`config.mk`:
```
export PLATFORM = sky130hd
export DESIGN_NAME = uart_wb
export DESIGN_NICKNAME = d
export VERILOG_FILES = /design/src/hw/uart_frame_pkg.sv /design/src/hw/uart_regs_pkg.sv /design/src/hw/uart_wb.sv /design/src/hw/uart_core.sv /design/src/hw/uart_rx.sv /design/src/hw/uart_tx.sv
export SDC_FILE = /design/constraint.sdc
export NUM_CORES = 1
export LEC_CHECK = 0
export BUFFER_PORTS_ARGS = -buffer_cell sky130_fd_sc_hd__buf_4
export CORE_ASPECT_RATIO = 0.9
export CORE_MARGIN = 2
export CORE_UTILIZATION = 35
export DETAILED_ROUTE_END_ITERATION = 10
export PLACE_DENSITY = 0.57
export SYNTH_ARGS = -nofsm -noshare
export SYNTH_HDL_FRONTEND = slang
export SYNTH_SLANG_ARGS = --single-unit
```
`constraint.sdc`:
```
create_clock -name wb_clk_i -period 5.55 [get_ports wb_clk_i]
set_input_delay 1.11 -clock wb_clk_i [delete_from_list [all_inputs] [get_ports wb_clk_i]]
set_output_delay 1.11 -clock wb_clk_i [all_outputs]
set_load 0.03 [all_outputs]
```
`src/hw/uart_frame_pkg.sv`:
```
/*
 * Serial frame definitions shared by the core, transmitter and receiver.
 * Frame format settings, receive status layout and divisor width.
 */

package uart_frame_pkg;

    // Divisor register width
    localparam int DIV_W = 32;

    // Frame format, derived from LCR by the core
    typedef struct packed {
        logic parity_en;
        logic even_parity;
        logic two_stop;
    } uart_frame_cfg_t;

    // Status bits, MSB first
    // Same layout as LSR bits 4 to 0
    typedef struct packed {
        logic rx_parity;     // Parity bit as received
        logic err_parity;
        logic err_framing;   // First stop bit was low
        logic tx_empty;      // Transmit holding buffer free
        logic rx_valid;      // Unread character in receive buffer
    } uart_rx_status_t;

endpackage

```
`src/hw/uart_regs_pkg.sv`:
```
/*
 * Bus-side definitions for the UART register block.
 * Register indices, the line control field layout and Wishbone data width.
 * Imported by the Wishbone slave and by the core for the LCR fields.
 */

package uart_regs_pkg;

    ////////////////////////////////////////////////////////////////////////////
    // Register map
    ////////////////////////////////////////////////////////////////////////////

    // Word index on wb_adr_i
    typedef enum logic [1:0] {
        REG_DATA = 2'd0,    // THR on write, RBR on read
        REG_LCR  = 2'd1,    // Line control
        REG_LSR  = 2'd2,    // Line status, read only
        REG_DIV  = 2'd3     // Baud divisor in clock cycles per bit
    } uart_reg_addr_e;

    ////////////////////////////////////////////////////////////////////////////
    // Line control register
    ////////////////////////////////////////////////////////////////////////////

    // Lives in byte lane 0, MSB first
    typedef struct packed {
        logic       loopback;       // tx fed back into rx
        logic [1:0] reserved;
        logic       even_parity;    // Clear selects odd parity
        logic       parity_en;
        logic       two_stop;       // Two stop bits instead of one
        logic       tx_en;
        logic       rx_en;
    } uart_lcr_t;

    // Bus data width
    localparam int WB_DW = 32;

    // LCR after reset, everything off
    localparam uart_lcr_t LCR_RESET = '0;

endpackage
```
`src/hw/uart_wb.sv`:
```
/*
 * Wishbone slave top level of the UART.
 * Holds LCR and DIV, decodes the four word registers and acknowledges each
 * strobe after one cycle. DEFAULT_DIV sets the divisor after reset.
 */

`timescale 1ns/100ps

module uart_wb
    import uart_regs_pkg::*;
    import uart_frame_pkg::*;
#(
    parameter logic [DIV_W-1:0] DEFAULT_DIV = 4
) (
    input  logic             wb_clk_i,
    input  logic             wb_rst_i,
    input  uart_reg_addr_e   wb_adr_i,
    input  logic [WB_DW-1:0] wb_dat_i,
    output logic [WB_DW-1:0] wb_dat_o,
    input  logic             wb_we_i,
    input  logic [3:0]       wb_sel_i,
    input  logic             wb_stb_i,
    output logic             wb_ack_o,
    input  logic             rx_i,
    output logic             tx_o
);

    uart_lcr_t        lcr_q;
    logic [DIV_W-1:0] div_q;
    logic             access;
    logic [3:0]       we;
    logic             dat_we;
    logic             dat_re;
    logic [7:0]       core_dat;
    uart_rx_status_t  core_status;

    // New access only in the cycle before ack
    assign access = wb_stb_i && !wb_ack_o;
    assign we     = {4{access && wb_we_i}} & wb_sel_i;

    // Data register strobes into the core
    assign dat_we = access && (wb_adr_i == REG_DATA) && wb_we_i && wb_sel_i[0];
    assign dat_re = access && (wb_adr_i == REG_DATA) && !wb_we_i;

    ////////////////////////////////////////////////////////////////////////////
    // Acknowledge and register writes
    ////////////////////////////////////////////////////////////////////////////

    always_ff @(posedge wb_clk_i) begin
        if (wb_rst_i) begin
            wb_ack_o <= 1'b0;
        end else begin
            // One cycle high, then at least one low
            wb_ack_o <= access;
        end
    end

    always_ff @(posedge wb_clk_i) begin
        if (wb_rst_i) begin
            lcr_q <= LCR_RESET;
            div_q <= DEFAULT_DIV;
        end else begin
            case (wb_adr_i)
                REG_LCR: begin
                    if (we[0]) lcr_q <= uart_lcr_t'(wb_dat_i[7:0]);
                end
                REG_DIV: begin
                    // Each byte lane under its own select
                    if (we[0]) div_q[7:0]   <= wb_dat_i[7:0];
                    if (we[1]) div_q[15:8]  <= wb_dat_i[15:8];
                    if (we[2]) div_q[23:16] <= wb_dat_i[23:16];
                    if (we[3]) div_q[31:24] <= wb_dat_i[31:24];
                end
                // LSR is read only, DATA goes to the core
                default: ;
            endcase
        end
    end

    // Read mux, combinational from the address
    always_comb begin
        case (wb_adr_i)
            REG_DATA: wb_dat_o = {{(WB_DW-8){1'b0}}, core_dat};
            REG_LCR:  wb_dat_o = {{(WB_DW-8){1'b0}}, lcr_q};
            REG_LSR:  wb_dat_o = {{(WB_DW-5){1'b0}}, core_status};
            default:  wb_dat_o = div_q;
        endcase
    end

    uart_core u_core (
        .wb_clk_i  (wb_clk_i),
        .wb_rst_i  (wb_rst_i),
        .divisor_i (div_q),
        .lcr_i     (lcr_q),
        .dat_we_i  (dat_we),
        .dat_re_i  (dat_re),
        .dat_i     (wb_dat_i[7:0]),
        .dat_o     (core_dat),
        .status_o  (core_status),
        .rx_i      (rx_i),
        .tx_o      (tx_o)
    );

endmodule

```
`src/hw/uart_core.sv`:
```
/*
 * UART core between the register block and the serial pins.
 * Holds one character per direction, selects loopback and collects the
 * receive flags into the line status struct.
 */

`timescale 1ns/100ps

module uart_core
    import uart_regs_pkg::*;
    import uart_frame_pkg::*;
(
    input  logic             wb_clk_i,
    input  logic             wb_rst_i,
    input  logic [DIV_W-1:0] divisor_i,
    input  uart_lcr_t        lcr_i,
    input  logic             dat_we_i,
    input  logic             dat_re_i,
    input  logic [7:0]       dat_i,
    output logic [7:0]       dat_o,
    output uart_rx_status_t  status_o,
    input  logic             rx_i,
    output logic             tx_o
);

    uart_frame_cfg_t frame_cfg;
    logic [7:0]      tx_buf_q;
    logic            tx_full_q;
    logic            tx_valid;
    logic            tx_ready;
    logic            rx_line;
    logic            rx_done;
    logic [7:0]      rx_byte;
    logic            rx_err_framing;
    logic            rx_err_parity;
    logic            rx_parity;
    logic [7:0]      rx_buf_q;
    logic            rx_valid_q;
    logic            err_framing_q;
    logic            err_parity_q;
    logic            parity_q;

    assign frame_cfg = '{parity_en:   lcr_i.parity_en,
                         even_parity: lcr_i.even_parity,
                         two_stop:    lcr_i.two_stop};

    // Receiver sees idle when disabled, own tx in loopback
    assign rx_line = !lcr_i.rx_en ? 1'b1 : (lcr_i.loopback ? tx_o : rx_i);

    assign tx_valid = tx_full_q;

    ////////////////////////////////////////////////////////////////////////////
    // Holding buffers
    ////////////////////////////////////////////////////////////////////////////

    always_ff @(posedge wb_clk_i) begin
        // Character payloads
        if (dat_we_i && !tx_full_q) begin
            tx_buf_q <= dat_i;
        end
        if (rx_done) begin
            rx_buf_q <= rx_byte;
        end
    end

    always_ff @(posedge wb_clk_i) begin
        if (wb_rst_i) begin
            tx_full_q     <= 1'b0;
            rx_valid_q    <= 1'b0;
            err_framing_q <= 1'b0;
            err_parity_q  <= 1'b0;
            parity_q      <= 1'b0;
        end else begin
            // Write into a full buffer is dropped
            if (dat_we_i && !tx_full_q) begin
                tx_full_q <= 1'b1;
            end else if (tx_valid && tx_ready) begin
                tx_full_q <= 1'b0;
            end
            // New character overwrites an unread one
            if (rx_done) begin
                rx_valid_q    <= 1'b1;
                err_framing_q <= rx_err_framing;
                err_parity_q  <= rx_err_parity;
                parity_q      <= rx_parity;
            end else if (dat_re_i) begin
                rx_valid_q <= 1'b0;
            end
        end
    end

    assign dat_o    = rx_buf_q;
    assign status_o = '{rx_parity:   parity_q,
                        err_parity:  err_parity_q,
                        err_framing: err_framing_q,
                        tx_empty:    !tx_full_q,
                        rx_valid:    rx_valid_q};

    uart_tx u_tx (
        .wb_clk_i  (wb_clk_i),
        .wb_rst_i  (wb_rst_i),
        .divisor_i (divisor_i),
        .cfg_i     (frame_cfg),
        .en_i      (lcr_i.tx_en),
        .data_i    (tx_buf_q),
        .valid_i   (tx_valid),
        .ready_o   (tx_ready),
        .tx_o      (tx_o)
    );

    uart_rx u_rx (
        .wb_clk_i      (wb_clk_i),
        .wb_rst_i      (wb_rst_i),
        .divisor_i     (divisor_i),
        .cfg_i         (frame_cfg),
        .rx_i          (rx_line),
        .done_o        (rx_done),
        .data_o        (rx_byte),
        .err_framing_o (rx_err_framing),
        .err_parity_o  (rx_err_parity),
        .parity_o      (rx_parity)
    );

endmodule

```
`src/hw/uart_rx.sv`:
```
/*
 * UART deserializer.
 * Synchronizes the line, starts on a falling edge and samples each bit at
 * mid-bit. Pulses done_o at the middle of the last stop bit with the byte
 * and its parity and framing flags.
 */

`timescale 1ns/100ps

module uart_rx
    import uart_frame_pkg::*;
(
    input  logic             wb_clk_i,
    input  logic             wb_rst_i,
    input  logic [DIV_W-1:0] divisor_i,
    input  uart_frame_cfg_t  cfg_i,
    input  logic             rx_i,
    output logic             done_o,
    output logic [7:0]       data_o,
    output logic             err_framing_o,
    output logic             err_parity_o,
    output logic             parity_o
);

    typedef enum logic [2:0] {RX_IDLE, RX_START, RX_DATA, RX_PARITY, RX_STOP} rx_state_e;

    rx_state_e        state_q;
    logic [1:0]       sync_q;
    logic             rx_last_q;
    logic             rx_s;
    logic [DIV_W-1:0] cnt_q;
    logic [2:0]       bit_idx_q;
    logic             second_q;
    logic [7:0]       shift_q;
    logic             par_q;
    logic             stop_err_q;
    logic             fall;
    logic             sample;
    logic             par_exp;
    logic             finish;

    // Synchronized line
    assign rx_s = sync_q[1];
    assign fall = rx_last_q && !rx_s;

    // Start bit is checked half a bit in, later bits one full bit apart
    assign sample = (state_q == RX_START) ? (cnt_q == (divisor_i >> 1))
                                          : (cnt_q == divisor_i - 1);

    assign par_exp = cfg_i.even_parity ? ^shift_q : ~^shift_q;

    // Sample point of the last stop bit
    assign finish = (state_q == RX_STOP) && sample && !(cfg_i.two_stop && !second_q);

    ////////////////////////////////////////////////////////////////////////////
    // Payload capture
    ////////////////////////////////////////////////////////////////////////////

    always_ff @(posedge wb_clk_i) begin
        if (state_q == RX_IDLE && fall) begin
            par_q <= 1'b0;
        end
        if (sample) begin
            case (state_q)
                RX_DATA:   shift_q <= {rx_s, shift_q[7:1]};
                RX_PARITY: par_q   <= rx_s;
                RX_STOP: begin
                    // Only the first stop bit is checked
                    if (!second_q) begin
                        stop_err_q <= !rx_s;
                    end
                end
                default: ;
            endcase
        end
        if (finish) begin
            data_o        <= shift_q;
            parity_o      <= par_q;
            err_parity_o  <= cfg_i.parity_en && (par_q != par_exp);
            err_framing_o <= second_q ? stop_err_q : !rx_s;
        end
    end

    ////////////////////////////////////////////////////////////////////////////
    // Control
    ////////////////////////////////////////////////////////////////////////////

    always_ff @(posedge wb_clk_i) begin
        if (wb_rst_i) begin
            sync_q    <= 2'b11;
            rx_last_q <= 1'b1;
            state_q   <= RX_IDLE;
            cnt_q     <= '0;
            bit_idx_q <= '0;
            second_q  <= 1'b0;
            done_o    <= 1'b0;
        end else begin
            // Two-flop synchronizer and edge history
            sync_q    <= {sync_q[0], rx_i};
            rx_last_q <= rx_s;
            done_o    <= finish;

            if (state_q == RX_IDLE) begin
                if (fall) begin
                    state_q <= RX_START;
                    cnt_q   <= '0;
                end
            end else if (!sample) begin
                cnt_q <= cnt_q + 1'b1;
            end else begin
                cnt_q <= '0;
                case (state_q)
                    RX_START: begin
                        // Glitch, back to idle
                        state_q   <= rx_s ? RX_IDLE : RX_DATA;
                        bit_idx_q <= '0;
                    end
                    RX_DATA: begin
                        bit_idx_q <= bit_idx_q + 1'b1;
                        if (bit_idx_q == 3'd7) begin
                            state_q  <= cfg_i.parity_en ? RX_PARITY : RX_STOP;
                            second_q <= 1'b0;
                        end
                    end
                    RX_PARITY: state_q <= RX_STOP;
                    default: begin
                        if (finish) begin
                            state_q <= RX_IDLE;
                        end else begin
                            second_q <= 1'b1;
                        end
                    end
                endcase
            end
        end
    end

endmodule

```
`src/hw/uart_tx.sv`:
```
/*
 * UART serializer.
 * Accepts a byte on a valid/ready handshake while idle and enabled, then
 * shifts out start, 8 data bits LSB first, optional parity and 1 or 2 stops.
 */

`timescale 1ns/100ps

module uart_tx
    import uart_frame_pkg::*;
(
    input  logic             wb_clk_i,
    input  logic             wb_rst_i,
    input  logic [DIV_W-1:0] divisor_i,
    input  uart_frame_cfg_t  cfg_i,
    input  logic             en_i,
    input  logic [7:0]       data_i,
    input  logic             valid_i,
    output logic             ready_o,
    output logic             tx_o
);

    typedef enum logic [2:0] {TX_IDLE, TX_START, TX_DATA, TX_PARITY, TX_STOP} tx_state_e;

    tx_state_e        state_q;
    logic [DIV_W-1:0] cnt_q;
    logic [2:0]       bit_idx_q;
    logic             second_q;
    logic             tx_q;
    logic [7:0]       shift_q;
    logic             par_q;
    logic             bit_end;
    logic             accept;

    // Last cycle of the current bit
    assign bit_end = (cnt_q == divisor_i - 1);
    assign ready_o = (state_q == TX_IDLE) && en_i;
    assign accept  = valid_i && ready_o;
    assign tx_o    = tx_q;

    // Payload, loaded on accept and shifted after each data bit
    always_ff @(posedge wb_clk_i) begin
        if (accept) begin
            shift_q <= data_i;
            // Even parity is plain XOR, odd is its inverse
            par_q   <= cfg_i.even_parity ? ^data_i : ~^data_i;
        end else if (state_q == TX_DATA && bit_end) begin
            shift_q <= {1'b0, shift_q[7:1]};
        end
    end

    ////////////////////////////////////////////////////////////////////////////
    // Bit sequencer
    ////////////////////////////////////////////////////////////////////////////

    always_ff @(posedge wb_clk_i) begin
        if (wb_rst_i) begin
            state_q   <= TX_IDLE;
            cnt_q     <= '0;
            bit_idx_q <= '0;
            second_q  <= 1'b0;
            tx_q      <= 1'b1;
        end else if (state_q == TX_IDLE) begin
            if (accept) begin
                state_q <= TX_START;
                cnt_q   <= '0;
                tx_q    <= 1'b0;
            end
        end else if (!bit_end) begin
            cnt_q <= cnt_q + 1'b1;
        end else begin
            cnt_q <= '0;
            case (state_q)
                TX_START: begin
                    state_q   <= TX_DATA;
                    bit_idx_q <= '0;
                    tx_q      <= shift_q[0];
                end
                TX_DATA: begin
                    if (bit_idx_q == 3'd7) begin
                        // Last data bit done
                        state_q  <= cfg_i.parity_en ? TX_PARITY : TX_STOP;
                        tx_q     <= cfg_i.parity_en ? par_q : 1'b1;
                        second_q <= 1'b0;
                    end else begin
                        bit_idx_q <= bit_idx_q + 1'b1;
                        tx_q      <= shift_q[1];
                    end
                end
                TX_PARITY: begin
                    state_q <= TX_STOP;
                    tx_q    <= 1'b1;
                end
                default: begin
                    // Stop bits, line already high
                    if (cfg_i.two_stop && !second_q) begin
                        second_q <= 1'b1;
                    end else begin
                        state_q <= TX_IDLE;
                    end
                end
            endcase
        end
    end

endmodule

```
## Word-level counts from Yosys, hierarchy flattened

Index checks and enable logic that the tools add are counted.
W data, S select, Z words.

| word-level totals | value |
|---|---|
| bits of input ports | 43 |
| logic and storage cells | 184 |
| register bits | 175 |

| operators by class | value |
|---|---|
| reductions and logical operators | 58 |
| add/subtract/negate cells | 5 |
| mux-type cells | 49 |
| bitwise operators | 6 |
| eq/ne operators | 25 |

Operators with widths:

| operator | number |
|---|---|
| $mux W32 | 6 |
| $pmux W32 S3 | 1 |
| $add A32 B1 Y32 const B | 2 |
| $eq A32 B32 Y1 | 2 |
| $mux W3 | 12 |
| $eq A32 B31 Y1 | 1 |
| $sub A32 B1 Y32 const B | 1 |
| $mux W1 | 20 |
| $pmux W3 S3 | 2 |
| $logic_and A1 B1 Y1 | 17 |
| $mux W8 | 2 |
| $reduce_bool A2 Y1 | 8 |
| $reduce_xnor A8 Y1 | 2 |
| $reduce_xor A8 Y1 | 2 |
| $reduce_and A2 Y1 | 7 |
| $eq A3 B2 Y1 const B | 4 |
| $pmux W3 S2 | 2 |
| $reduce_and A4 Y1 | 3 |
| $reduce_and A5 Y1 | 2 |
| $eq A3 B3 Y1 const B | 3 |
| $ne A2 B2 Y1 const B | 4 |
| $logic_not A1 Y1 | 7 |
| $add A3 B1 Y3 const B | 2 |
| $eq A3 B1 Y1 const B | 2 |
| 18 further kinds | 29 |

## Depth between registers and ports, before layout

Gate-level depths: netlist of the first run.

| depth | value |
|---|---|
| word-level depth | 9 |
| gate-level depth with buffers | 15 |

## By module

Synthesis of the first run repeated with hierarchy kept, for this count alone.

| second synthesis, totals | value |
|---|---|
| cell total of the unflattened synthesis | 1499 |
| area, all modules | 12360.6 um^2 |

Modules (own cells, without submodules):

| module | cells each | times used | area each (um^2) | seq. area each (um^2) |
|---|---|---|---|---|
| uart_rx | 691 | 1 | 5373.9 | 1481.4 |
| uart_tx | 540 | 1 | 4062.6 | 1071.0 |
| uart_wb | 228 | 1 | 2222.1 | 820.8 |
| uart_core | 40 | 1 | 701.9 | 580.6 |

## Worst setup path before layout of the first run

Ideal clock, no wire load.

| timing | value |
|---|---|
| kind | reg-to-reg |
| start | reg div_q[9] |
| end | reg u_core.u_rx.data_o[0], enable pin |
| cell stages (with the launch flop) | 12 |
| clock period less this slack | 4342 ps |
| setup slack | 1208 ps |
| data arrival time | 3946 ps |
| library setup time | 395 ps |
| path through | dfxtp_1 buf_6 or4_4 or4_4 buf_6 or4_1 a31o_1 xor2_1 and4b_1 nand4_1 a21o_2 nor3_1 |

| between the ends | value |
|---|---|
| cells in the longest elaborated chain, start to end | 5 |

RTL lines:

| element | RTL line | text |
|---|---|---|
| from (decl) | uart_wb.sv:29 | `logic [DIV_W-1:0] div_q;` |
| from (signal assigned) | uart_wb.sv:70 | `if (we[1]) div_q[15:8] <= wb_dat_i[15:8];` |
| $sub A32 B1 Y32 | uart_rx.sv:48 | `: (cnt_q == divisor_i - 1);` |
| $eq A32 B32 Y1 | uart_rx.sv:48 |  |
| $mux W1 (*) | uart_rx.sv:47 | `assign sample = (state_q == RX_START) ? (cnt_q == (divisor_i >> 1))` |
| $logic_and A1 B1 Y1 (*) (2 in series) | uart_rx.sv:53 | `assign finish = (state_q == RX_STOP) && sample && !(cfg_i.two_stop && !second_q);` |
| named net u_core.u_rx.finish | uart_rx.sv:40 | `logic finish;` |
| to (signal assigned) | uart_rx.sv:77 | `data_o <= shift_q;` |
| to (decl) | uart_rx.sv:19 | `output logic [7:0] data_o,` |

The timed path passes the listed nets; every way through them passes the cells marked *.
A chain may end at the register's enable or synchronous reset.

## Final worst setup path of the first run

| timing | value |
|---|---|
| start | reg div_q[0] |
| end | reg u_core.u_rx.shift_q[6], enable pin |

| between the ends | value |
|---|---|
| cells in the longest elaborated chain, start to end | 4 |

RTL lines:

| element | RTL line | text |
|---|---|---|
| from (signal assigned) | uart_wb.sv:69 | `if (we[0]) div_q[7:0] <= wb_dat_i[7:0];` |
| $sub A32 B1 Y32 | uart_rx.sv:48 |  |
| $eq A32 B32 Y1 | uart_rx.sv:48 |  |
| $mux W1 | uart_rx.sv:47 |  |
| $reduce_and A2 Y1 (no line) | n/a |  |
| to (signal assigned) | uart_rx.sv:65 | `RX_DATA: shift_q <= {rx_s, shift_q[7:1]};` |
| to (decl) | uart_rx.sv:34 | `logic [7:0] shift_q;` |

No other way between the ends.

==> results of run 1 <==
flip-flops by register name (all words and copies together), names as in the netlist, 2 cells and up:
register / count
div_q: 32
lcr_q: 8
u_core.dat_o: 8
u_core.tx_buf_q: 8
u_core.u_rx.bit_idx_q: 3
u_core.u_rx.cnt_q: 32
u_core.u_rx.data_o: 8
u_core.u_rx.shift_q: 8
u_core.u_rx.state_q: 3
u_core.u_rx.sync_q: 2
u_core.u_tx.bit_idx_q: 3
u_core.u_tx.cnt_q: 32
u_core.u_tx.shift_q: 8
u_core.u_tx.state_q: 3
synth_stat cells (all sizes together), types with 6 or more instances:
cell    number
a21oi       27
o21a         6
ha           7
edfxtp      45
o211ai       6
nand2      134
nand4       19
clkbuf      63
and3        36
nand3b       6
or3         20
buf         27
xor2        41
nor3b        8
a211oi      12
o31ai        7
nor4        31
xnor2       86
nor2b       10
a31oi       10
nor2       123
or2          9
nand3       63
o311ai       8
o21ai       72
dfxtp      130
inv         36
nand2b      13
or4         12
xnor3        6
nor3        45
mux2i       58
a21o         6
o22ai        7
layout make-up:
class	instances	area [um2]	share of cell area
clock buffers	18	429	0.0347
inverters	36	135	0.0109
well taps	409	512	0.0413
multi-input cells	972	6440	0.520
clock inverters	14	146	0.0118
flip-flops and latches	175	3950	0.319
repair buffers	102	766	0.0619
final timing paths:
check                        startpoint                     end  depth (start not counted)
setup reg to reg               div_q[0]  u_core.u_rx.shift_q[6]                         11
hold / removal    u_core.u_rx.data_o[7]         u_core.dat_o[7]                          0
setup / recovery               div_q[0]  u_core.u_rx.shift_q[6]                         11
hold reg to reg   u_core.u_rx.data_o[7]         u_core.dat_o[7]                          0
cell families after synthesis:
kind of cell / Yosys count / synth area share
AO/OA/AOI/OAI: 215 / 0.135
multiplexers: 67 / 0.0676
flip-flops: 175 / 0.362
XOR/XNOR: 133 / 0.114
adder cells (fa/ha/maj): 7 / 0.00803
AND/OR/NAND/NOR: 550 / 0.265
buffers and inverters: 126 / 0.0479
power by group:
| part | internal (mW) | leakage (nW) | switching (mW) |
|---|---|---|---|
| combinational | 0.115 | 3.01 | 0.202 |
| clock | 0.632 | 0.270 | 0.565 |
| sequential | 1.31 | 1.44 | 0.0194 |
| total | 2.06 | 4.72 | 0.787 |
metrics by stage:
step	setup slack [ns]	std cells
after floorplan	1.21	1273
after global placement	1.04	1694
after detailed placement	0.979	1694
after CTS	0.990	1726
after global routing	0.569	1726
final	0.887	1726
worst max-delay path, cell delays in order, from the launching register on:
cell                        delay [ns]
sky130_fd_sc_hd__dfxtp_1          0.44
sky130_fd_sc_hd__inv_1            0.13
sky130_fd_sc_hd__ha_1             0.22
sky130_fd_sc_hd__nor3b_2          0.52
sky130_fd_sc_hd__nand4_2          0.38
sky130_fd_sc_hd__nor3b_1          0.56
sky130_fd_sc_hd__xnor2_1          0.17
sky130_fd_sc_hd__nand4_1          0.13
sky130_fd_sc_hd__nor4_1           0.58
sky130_fd_sc_hd__o2111ai_1        0.35
sky130_fd_sc_hd__a211o_2          0.47
sky130_fd_sc_hd__nor2_2           0.36
metal layers:
metal  up-vias  part of all wire  GRT usage
met5         -                 0          0
met4         0             0.038     0.0937
met3        68             0.058     0.0441
met2       344              0.45      0.351
met1      4700              0.45      0.303
li1       4650                 -          -
==> flow_summary.toml, run 1 <==
[clocking]
clock_pin_slew_on_the_worst_setup_and_hold_paths_ns = 0.07
clock_latency_ns = 0.45
cts_resized = 0
cts.root.buffer_cell = "sky130_fd_sc_hd__clkbuf_16"
tritoncts_clock_tree = "yes"
cts.sink_count = 175
cts_post_setup_buffers_inserted = 0
clock_path_buffers = 2
cts-hold-fix-buffers = 0
cts_inserted_buffers = 17
ctsHtreeMaxLevel = 4

[route]
drc_errors = 0
drtAntennaViolNets = 0
wl_per_cell_um = 21.3
dr.pass1.iters = 6
initialDrtViolationCount = 934
per_cell_via_count_in_the_routed_design = 5.66
routed-via-count = 9762
totalWireLength_um = 36700

[yosys]
synth_area_um2 = 10900
yosysWarnings = 0
synth_cell_types = 91
synth_async_sr_flop_share = 0
synth_seq_area_share = 0.362
synth.area.top_cells = "sky130_fd_sc_hd__dfxtp_1 (24%), sky130_fd_sc_hd__edfxtp_1 (12%), sky130_fd_sc_hd__xnor2_1 (6.9%), sky130_fd_sc_hd__mux2i_1 (5.3%), sky130_fd_sc_hd__nand2_1 (4.6%)"
synthCells = 1273
synth.ff_latch_count = 175
fraction_of_synthesized_cell_area_taken_by_the_top_area_cell_type = 0.238
synth_top_flop_cell = "sky130_fd_sc_hd__dfxtp_1"
postSynthNetCount = 1323
synth.avg_cell_area_um2 = 8.57
synth_edf_count = 45
synth_top_cell_by_area = "sky130_fd_sc_hd__dfxtp_1"

[final_layout]
area_overhead_of_the_layout_relative_to_synthesis_pct = 13.4
final_layout_net_count = 1354
post_route_cells_drive_above_1_share = 0.139
fillCellCount = 3131
final_area_um2 = 12400
mostFrequentLayoutCell = "sky130_fd_sc_hd__nand2_1"
layout.core_utilization = 0.402
top_library_cells_by_usage_in_the_layout_fill_and_taps_aside = "sky130_fd_sc_hd__nand2_1 (134), sky130_fd_sc_hd__dfxtp_1 (130), sky130_fd_sc_hd__nor2_1 (121), sky130_fd_sc_hd__buf_4 (102), sky130_fd_sc_hd__xnor2_1 (86)"
antennaDiodeCount = 0

[timing]
drv_slew = 0
finalWorstPathRequiredPeriod_ns = 4.66
grt_setup_unrepaired = "no"
setup_viol_count_final = 0
final_min_period_over_clock_period = 0.840
final.setup.tns_ns = 0
clock_skew_ns = 0.0176
maxClockFrequency_mhz = 214
hold_viol = 0
holdWs_ns = 0.420
worst_slew_margin_rel = 0.140
worstMarginPinSlew_ns = 1.28

[setup_path]
criticalPathCategory = "flop to flop"
critPathLaunchType = "flop"
cp_data_required_time_ns = 5.65
arrival_time_at_the_worst_endpoint_ns = 4.76
r2r_slack_ns = 0.89
crit_path_max_fanout = 11
timing.critical_path.to_type = "flop"

[grt]
track_usage = 0.224
antenna_found_initial = 0
grt_start_max_net_pins = 47
grt_first_pass_wirelength_um = 55000
grt_overflow_total = 0
grt_pass1_vias = 9134

[run_status]
status = "completed"

[die]
floorplan.initialDensity = 0.355
floorplan.rows = 61
die_width_um = 190
fp.dieArea_um2 = 32600
core_area_um2 = 30800
top_level_ports = 77
dieHeight_um = 172

[placed_design]
place.port_buffers = 76
placed_area_um2 = 11800
place.detailed.hpwl_um = 27600
finalWeightedCongestion = 1.00

[power_and_ir_drop]
post-layout-total-power_mw = 2.84
vdd_ir_drop_max_mv = 0.221
power.static_leakage_nw = 4.72
power.density_nw_per_um2 = 230

[run]
max-cap-violations = 0

[worst_hold_path]
hold_path.class = "flop to flop"
No activity file was read; power rests on OpenSTA's default activity.
==> run 2, diff against run 1 <==
Settings changed: ABC_AREA from default to 1, PLACE_DENSITY 0.57 to 0.59.
Clock period 5.55 ns to 4 ns, I/O delays scaled along.
==> flow_summary.toml, run 2 <==
[run_status]
status = "complete, but fails checks"
failed_checks = "design-rule violations"

[timing]
holdWs_ns = 0.422
grt_setup_unrepaired = "no"
timing.final.ws_setup_ns = 0.562
setup_viol_count_final = 0
worstMarginPinSlew_ns = 1.00
drv_slew = 0
final_min_period_over_clock_period = 0.859
clock_skew_ns = 0.0125
worst_slew_margin_rel = 0.333
finalWorstPathRequiredPeriod_ns = 3.44
hold_viol = 0
final.setup.tns_ns = 0
maxClockFrequency_mhz = 291

[die]
top_level_ports = 77
fp.dieArea_um2 = 34100
floorplan.rows = 62
floorplan.initialDensity = 0.356
die_width_um = 194
core_area_um2 = 32000
dieHeight_um = 175

[placed_design]
place.detailed.hpwl_um = 28200
finalWeightedCongestion = 0.970
preCtsSetupSlack_ns = 0.631
placed_area_um2 = 12400
place.port_buffers = 76

[setup_path]
arrival_time_at_the_worst_endpoint_ns = 3.54
timing.critical_path.to_type = "flop"
criticalPathCategory = "flop to flop"
cp_data_required_time_ns = 4.10
critPathLaunchType = "flop"
crit_path_max_fanout = 11

[clocking]
cts_inserted_buffers = 17
cts_resized = 0
ctsHtreeMaxLevel = 4
clock_latency_ns = 0.45
cts.root.buffer_cell = "sky130_fd_sc_hd__clkbuf_16"
tritoncts_clock_tree = "yes"
cts_post_setup_buffers_inserted = 0
clock_path_buffers = 2
clock_pin_slew_on_the_worst_setup_and_hold_paths_ns = 0.07
cts.sink_count = 175
cts-hold-fix-buffers = 0

[grt]
grt_start_max_net_pins = 50
grt_pass1_vias = 10500
antenna_found_initial = 0
track_usage = 0.212
grt_overflow_total = 0
grt_first_pass_wirelength_um = 56800

[worst_hold_path]
hold_path.class = "flop to flop"

[yosys]
synth_edf_count = 45
yosysWarnings = 0
postSynthNetCount = 1812
synth.ff_latch_count = 175
synth_seq_area_share = 0.346
synth_area_um2 = 11400
synthCells = 1762
synth.area.top_cells = "sky130_fd_sc_hd__dfxtp_1 (23%), sky130_fd_sc_hd__nand2_1 (17%), sky130_fd_sc_hd__edfxtp_1 (12%), sky130_fd_sc_hd__nor2_1 (7.5%), sky130_fd_sc_hd__nand3_1 (7.1%)"
synth.avg_cell_area_um2 = 6.48
synth_async_sr_flop_share = 0
synth_top_cell_by_area = "sky130_fd_sc_hd__dfxtp_1"
synth_cell_types = 50
fraction_of_synthesized_cell_area_taken_by_the_top_area_cell_type = 0.228
synthTopCellsByCount = "sky130_fd_sc_hd__nand2_1 (514), sky130_fd_sc_hd__nor2_1 (227), sky130_fd_sc_hd__inv_1 (184)"
post-synth-top-count-cell = "sky130_fd_sc_hd__nand2_1"
synth_top_flop_cell = "sky130_fd_sc_hd__dfxtp_1"

[route]
routed-via-count = 11600
initialDrtViolationCount = 1195
dr.pass1.iters = 10
wl_per_cell_um = 15.9
per_cell_via_count_in_the_routed_design = 5.16
totalWireLength_um = 35900
drtAntennaViolNets = 0
drc_errors = 1

[power_and_ir_drop]
power.density_nw_per_um2 = 328
post-layout-total-power_mw = 4.26
vdd_ir_drop_max_mv = 0.301
power.static_leakage_nw = 5.52

[final_layout]
top_library_cells_by_usage_in_the_layout_fill_and_taps_aside = "sky130_fd_sc_hd__nand2_1 (514), sky130_fd_sc_hd__nor2_1 (227), sky130_fd_sc_hd__inv_1 (184), sky130_fd_sc_hd__nand3_1 (163), sky130_fd_sc_hd__dfxtp_1 (130)"
antennaDiodeCount = 0
mostFrequentLayoutCell = "sky130_fd_sc_hd__nand2_1"
final_area_um2 = 13000
area_overhead_of_the_layout_relative_to_synthesis_pct = 13.6
final_layout_net_count = 1873
post_route_cells_drive_above_1_share = 0.102
registers_with_the_most_flip_flops = "div_q x32, u_core.u_rx.cnt_q x32, u_core.u_tx.cnt_q x32"

[run]
max-cap-violations = 0
[run 2: metrics by stage]
step,instances,util
final,2252,0.405
after global routing,2252,0.405
after CTS,2252,0.405
after detailed placement,2220,0.386
after global placement,2220,0.386
after floorplan,1762,-
[run 2: kinds of logic after synthesis]
| family | Yosys count | share of synthesized area |
|---|---|---|
| buf+inv | 235 | 0.0827 |
| flops | 175 | 0.346 |
| simple gates | 1068 | 0.418 |
| compound gates | 228 | 0.107 |
| fa+ha+maj | 7 | 0.00767 |
| xor+xnor | 49 | 0.0383 |
[run 2: final timing paths]
check | startpoint | to | slack (ns) | cells after the start
max | div_q[0] | u_core.u_rx.err_framing_o | 0.56 | 18
min | u_core.u_rx.data_o[0] | u_core.dat_o[0] | 0.42 | 0
max reg2reg | div_q[0] | u_core.u_rx.err_framing_o | 0.56 | 18
min reg2reg | u_core.u_rx.data_o[0] | u_core.dat_o[0] | 0.42 | 0
[run 2: critical path, cell delays in order (launching register included)]
cell and delay (ns):
sky130_fd_sc_hd__dfxtp_1 0.34, sky130_fd_sc_hd__inv_2 0.17, sky130_fd_sc_hd__ha_1 0.28, sky130_fd_sc_hd__nand2_2 0.16, sky130_fd_sc_hd__nor2_4 0.24, sky130_fd_sc_hd__nand2_2 0.12, sky130_fd_sc_hd__nand2_1 0.14, sky130_fd_sc_hd__nand3_1 0.20
sky130_fd_sc_hd__nand3_1 0.21, sky130_fd_sc_hd__nand3_1 0.09, sky130_fd_sc_hd__nor2_1 0.09, sky130_fd_sc_hd__nand2_1 0.08, sky130_fd_sc_hd__nor2_1 0.12, sky130_fd_sc_hd__nand2_1 0.07, sky130_fd_sc_hd__nor2_2 0.12, sky130_fd_sc_hd__nand2_4 0.12
sky130_fd_sc_hd__nor2_1 0.17, sky130_fd_sc_hd__nand2_1 0.09, sky130_fd_sc_hd__inv_1 0.28
[run 2: final cells by class]
type / instances / area, um2
Multi-Input combinational cell: 1352 / 6520
Clock inverter: 14 / 174
Sequential cell: 175 / 3950
Inverter: 189 / 717
Tap cell: 416 / 520
Clock buffer: 18 / 429
Fill cell: 3402 / 19100
Timing Repair Buffer: 88 / 661
[run 2: routing by layer]
metal	wire, um	track usage	vias up
li1	-	-	5894
met1	17800	0.314	5311
met2	15000	0.319	373
met3	2340	0.0311	42
met4	750	0.0580	0
met5	0	0	-
[run 2: power by group]
group,total [mW],leakage (nW),internal (mW),switching [mW]
Combinational,0.697,3.77,0.212,0.485
Clock,1.72,0.294,0.897,0.825
Sequential,1.84,1.46,1.82,0.0199
Total,4.26,5.52,2.93,1.33
==> run 3, diff against run 2 <==
Settings changed: RECOVER_POWER from default to 50.
==> flow_summary.toml, run 3 (synthesis gave the netlist of run 2 again) <==
[power_and_ir_drop]
combPwrFrac = 0.163
power.static_leakage_nw = 5.42
vdd_ir_drop_max_mv = 0.302
power.internal_mw = 2.92
post-layout-total-power_mw = 4.25
pwr-share-seq = 0.432
p_sw_frac = 0.313
power.density_nw_per_um2 = 330
pwr-share-clk = 0.405
power.switching_mw = 1.33

[clocking]
cts_resized = 0
cts.sink_count = 175
clock_latency_ns = 0.45
tritoncts_clock_tree = "yes"
cts_inserted_buffers = 17
cts_post_setup_buffers_inserted = 0
cts-hold-fix-buffers = 0
cts.root.buffer_cell = "sky130_fd_sc_hd__clkbuf_16"
clock_pin_slew_on_the_worst_setup_and_hold_paths_ns = 0.07
clock_path_buffers = 2
ctsHtreeMaxLevel = 4

[final_layout]
area_overhead_of_the_layout_relative_to_synthesis_pct = 12.7
registers_with_the_most_flip_flops = "div_q x32, u_core.u_rx.cnt_q x32, u_core.u_tx.cnt_q x32"
antennaDiodeCount = 0
post_route_cells_drive_above_1_share = 0.0877
top_library_cells_by_usage_in_the_layout_fill_and_taps_aside = "sky130_fd_sc_hd__nand2_1 (514), sky130_fd_sc_hd__nor2_1 (227), sky130_fd_sc_hd__inv_1 (184), sky130_fd_sc_hd__nand3_1 (163), sky130_fd_sc_hd__dfxtp_1 (130)"
layout.core_utilization = 0.402
final_layout_net_count = 1873
mostFrequentLayoutCell = "sky130_fd_sc_hd__nand2_1"

[timing]
grt_setup_unrepaired = "no"
worst_slew_margin_rel = -0.812
maxClockFrequency_mhz = 282
final_min_period_over_clock_period = 0.888
worstMarginPinSlew_ns = 2.72
drv_slew = 50
finalWorstPathRequiredPeriod_ns = 3.55
final.setup.tns_ns = 0
setup_viol_count_final = 0
clock_skew_ns = 0.0133
hold_viol = 0

[route]
totalWireLength_um = 35900
drc_errors = 1
dr.pass1.iters = 8
wl_per_cell_um = 15.9
drtAntennaViolNets = 0
initialDrtViolationCount = 1179
per_cell_via_count_in_the_routed_design = 5.15
routed-via-count = 11600

[placed_design]
finalWeightedCongestion = 0.970
place.port_buffers = 76
place.detailed.hpwl_um = 28200

[run]
max-cap-violations = 1

[setup_path]
critPathLaunchType = "input port"
rr_endpoint = "u_core.u_rx.err_framing_o"
rr_startpoint = "div_q[0]"
cp_data_required_time_ns = 3.20
crit_path_max_fanout = 23
r2r_slack_ns = 0.58
criticalPathCategory = "input port to primary output"
timing.critical_path.to_type = "primary output"
arrival_time_at_the_worst_endpoint_ns = 2.75
r2r_cells = 18

[run_status]
status = "complete, but fails checks"
failed_checks = "design-rule violations, max-capacitance violations, max-slew violations"

[worst_hold_path]
worst_hold_startpoint = "u_core.u_rx.data_o[0]"
hold_path.class = "flop to flop"
min_delay_worst_endpoint = "u_core.dat_o[0]"
hold-path-cell-count = 0

[die]
top_level_ports = 77
die_width_um = 194
floorplan.rows = 62
floorplan.initialDensity = 0.356
dieHeight_um = 175
core_area_um2 = 32000
fp.dieArea_um2 = 34100

[grt]
grt_start_max_net_pins = 50
antenna_found_initial = 0
grt_pass1_vias = 10500
track_usage = 0.212
grt_first_pass_wirelength_um = 56800
grt_overflow_total = 0
[run 3: power by group through the flow]
stage	Combinational [mW]	Clock (mW)	Sequential [mW]
2_1_floorplan	0.490	0	1.87
3_5_place_dp	0.685	0	1.88
5_1_grt	0.759	1.83	1.84
3_3_place_gp	0.683	0	1.88
6_report	0.691	1.72	1.84
4_1_cts	0.688	1.77	1.84
[run 3: worst max path at each step]
| stage | endpoint | slack, ns | from | cells past startpoint |
|---|---|---|---|---|
| 3_5_place_dp | u_core.u_rx.data_o[6] | 0.63 | div_q[0] | 18 |
| 3_3_place_gp | u_core.u_rx.data_o[7] | 0.69 | div_q[0] | 18 |
| 5_1_grt | u_core.u_rx.second_q | 0.24 | wb_rst_i | 3 |
| 2_1_floorplan | u_core.u_tx.shift_q[0] | 1.09 | div_q[0] | 14 |
| 4_1_cts | u_core.u_rx.err_framing_o | 0.61 | div_q[0] | 18 |
| 6_report | wb_dat_o[8] | 0.45 | wb_adr_i[1] | 5 |
[run 3: layout make-up]
class	instances	area, um2
Sequential cell	175	3950
Clock inverter	14	174
Tap cell	416	520
Clock buffer	18	429
Inverter	189	717
Timing Repair Buffer	88	557
Fill cell	3425	19200
Multi-Input combinational cell	1352	6520
[run 3: through the flow]
stage / std cells / worst slack, ns / hold WS, ns / area [um2]
2_1_floorplan: 1762 / 1.09 / 0.389 / 11400
3_3_place_gp: 2220 / 0.692 / 0.405 / 12400
3_5_place_dp: 2220 / 0.631 / 0.397 / 12400
4_1_cts: 2252 / 0.610 / 0.422 / 13000
5_1_grt: 2252 / 0.240 / 0.427 / 12900
6_report: 2252 / 0.449 / 0.422 / 12900
[run 3: routing by layer]
layer  up-vias  share of wire  track usage
li1       5887              -            -
met5         -              0            0
met1      5309           0.50        0.314
met2       369           0.42        0.319
met4         0          0.020       0.0580
met3        43          0.062       0.0311
[run 3: critical path: stages]
cell                       delay, ns
sky130_fd_sc_hd__buf_4          0.12
sky130_fd_sc_hd__nand2_1        0.36
sky130_fd_sc_hd__clkbuf_1       0.94
sky130_fd_sc_hd__nor2_1         0.26
sky130_fd_sc_hd__buf_4          0.26
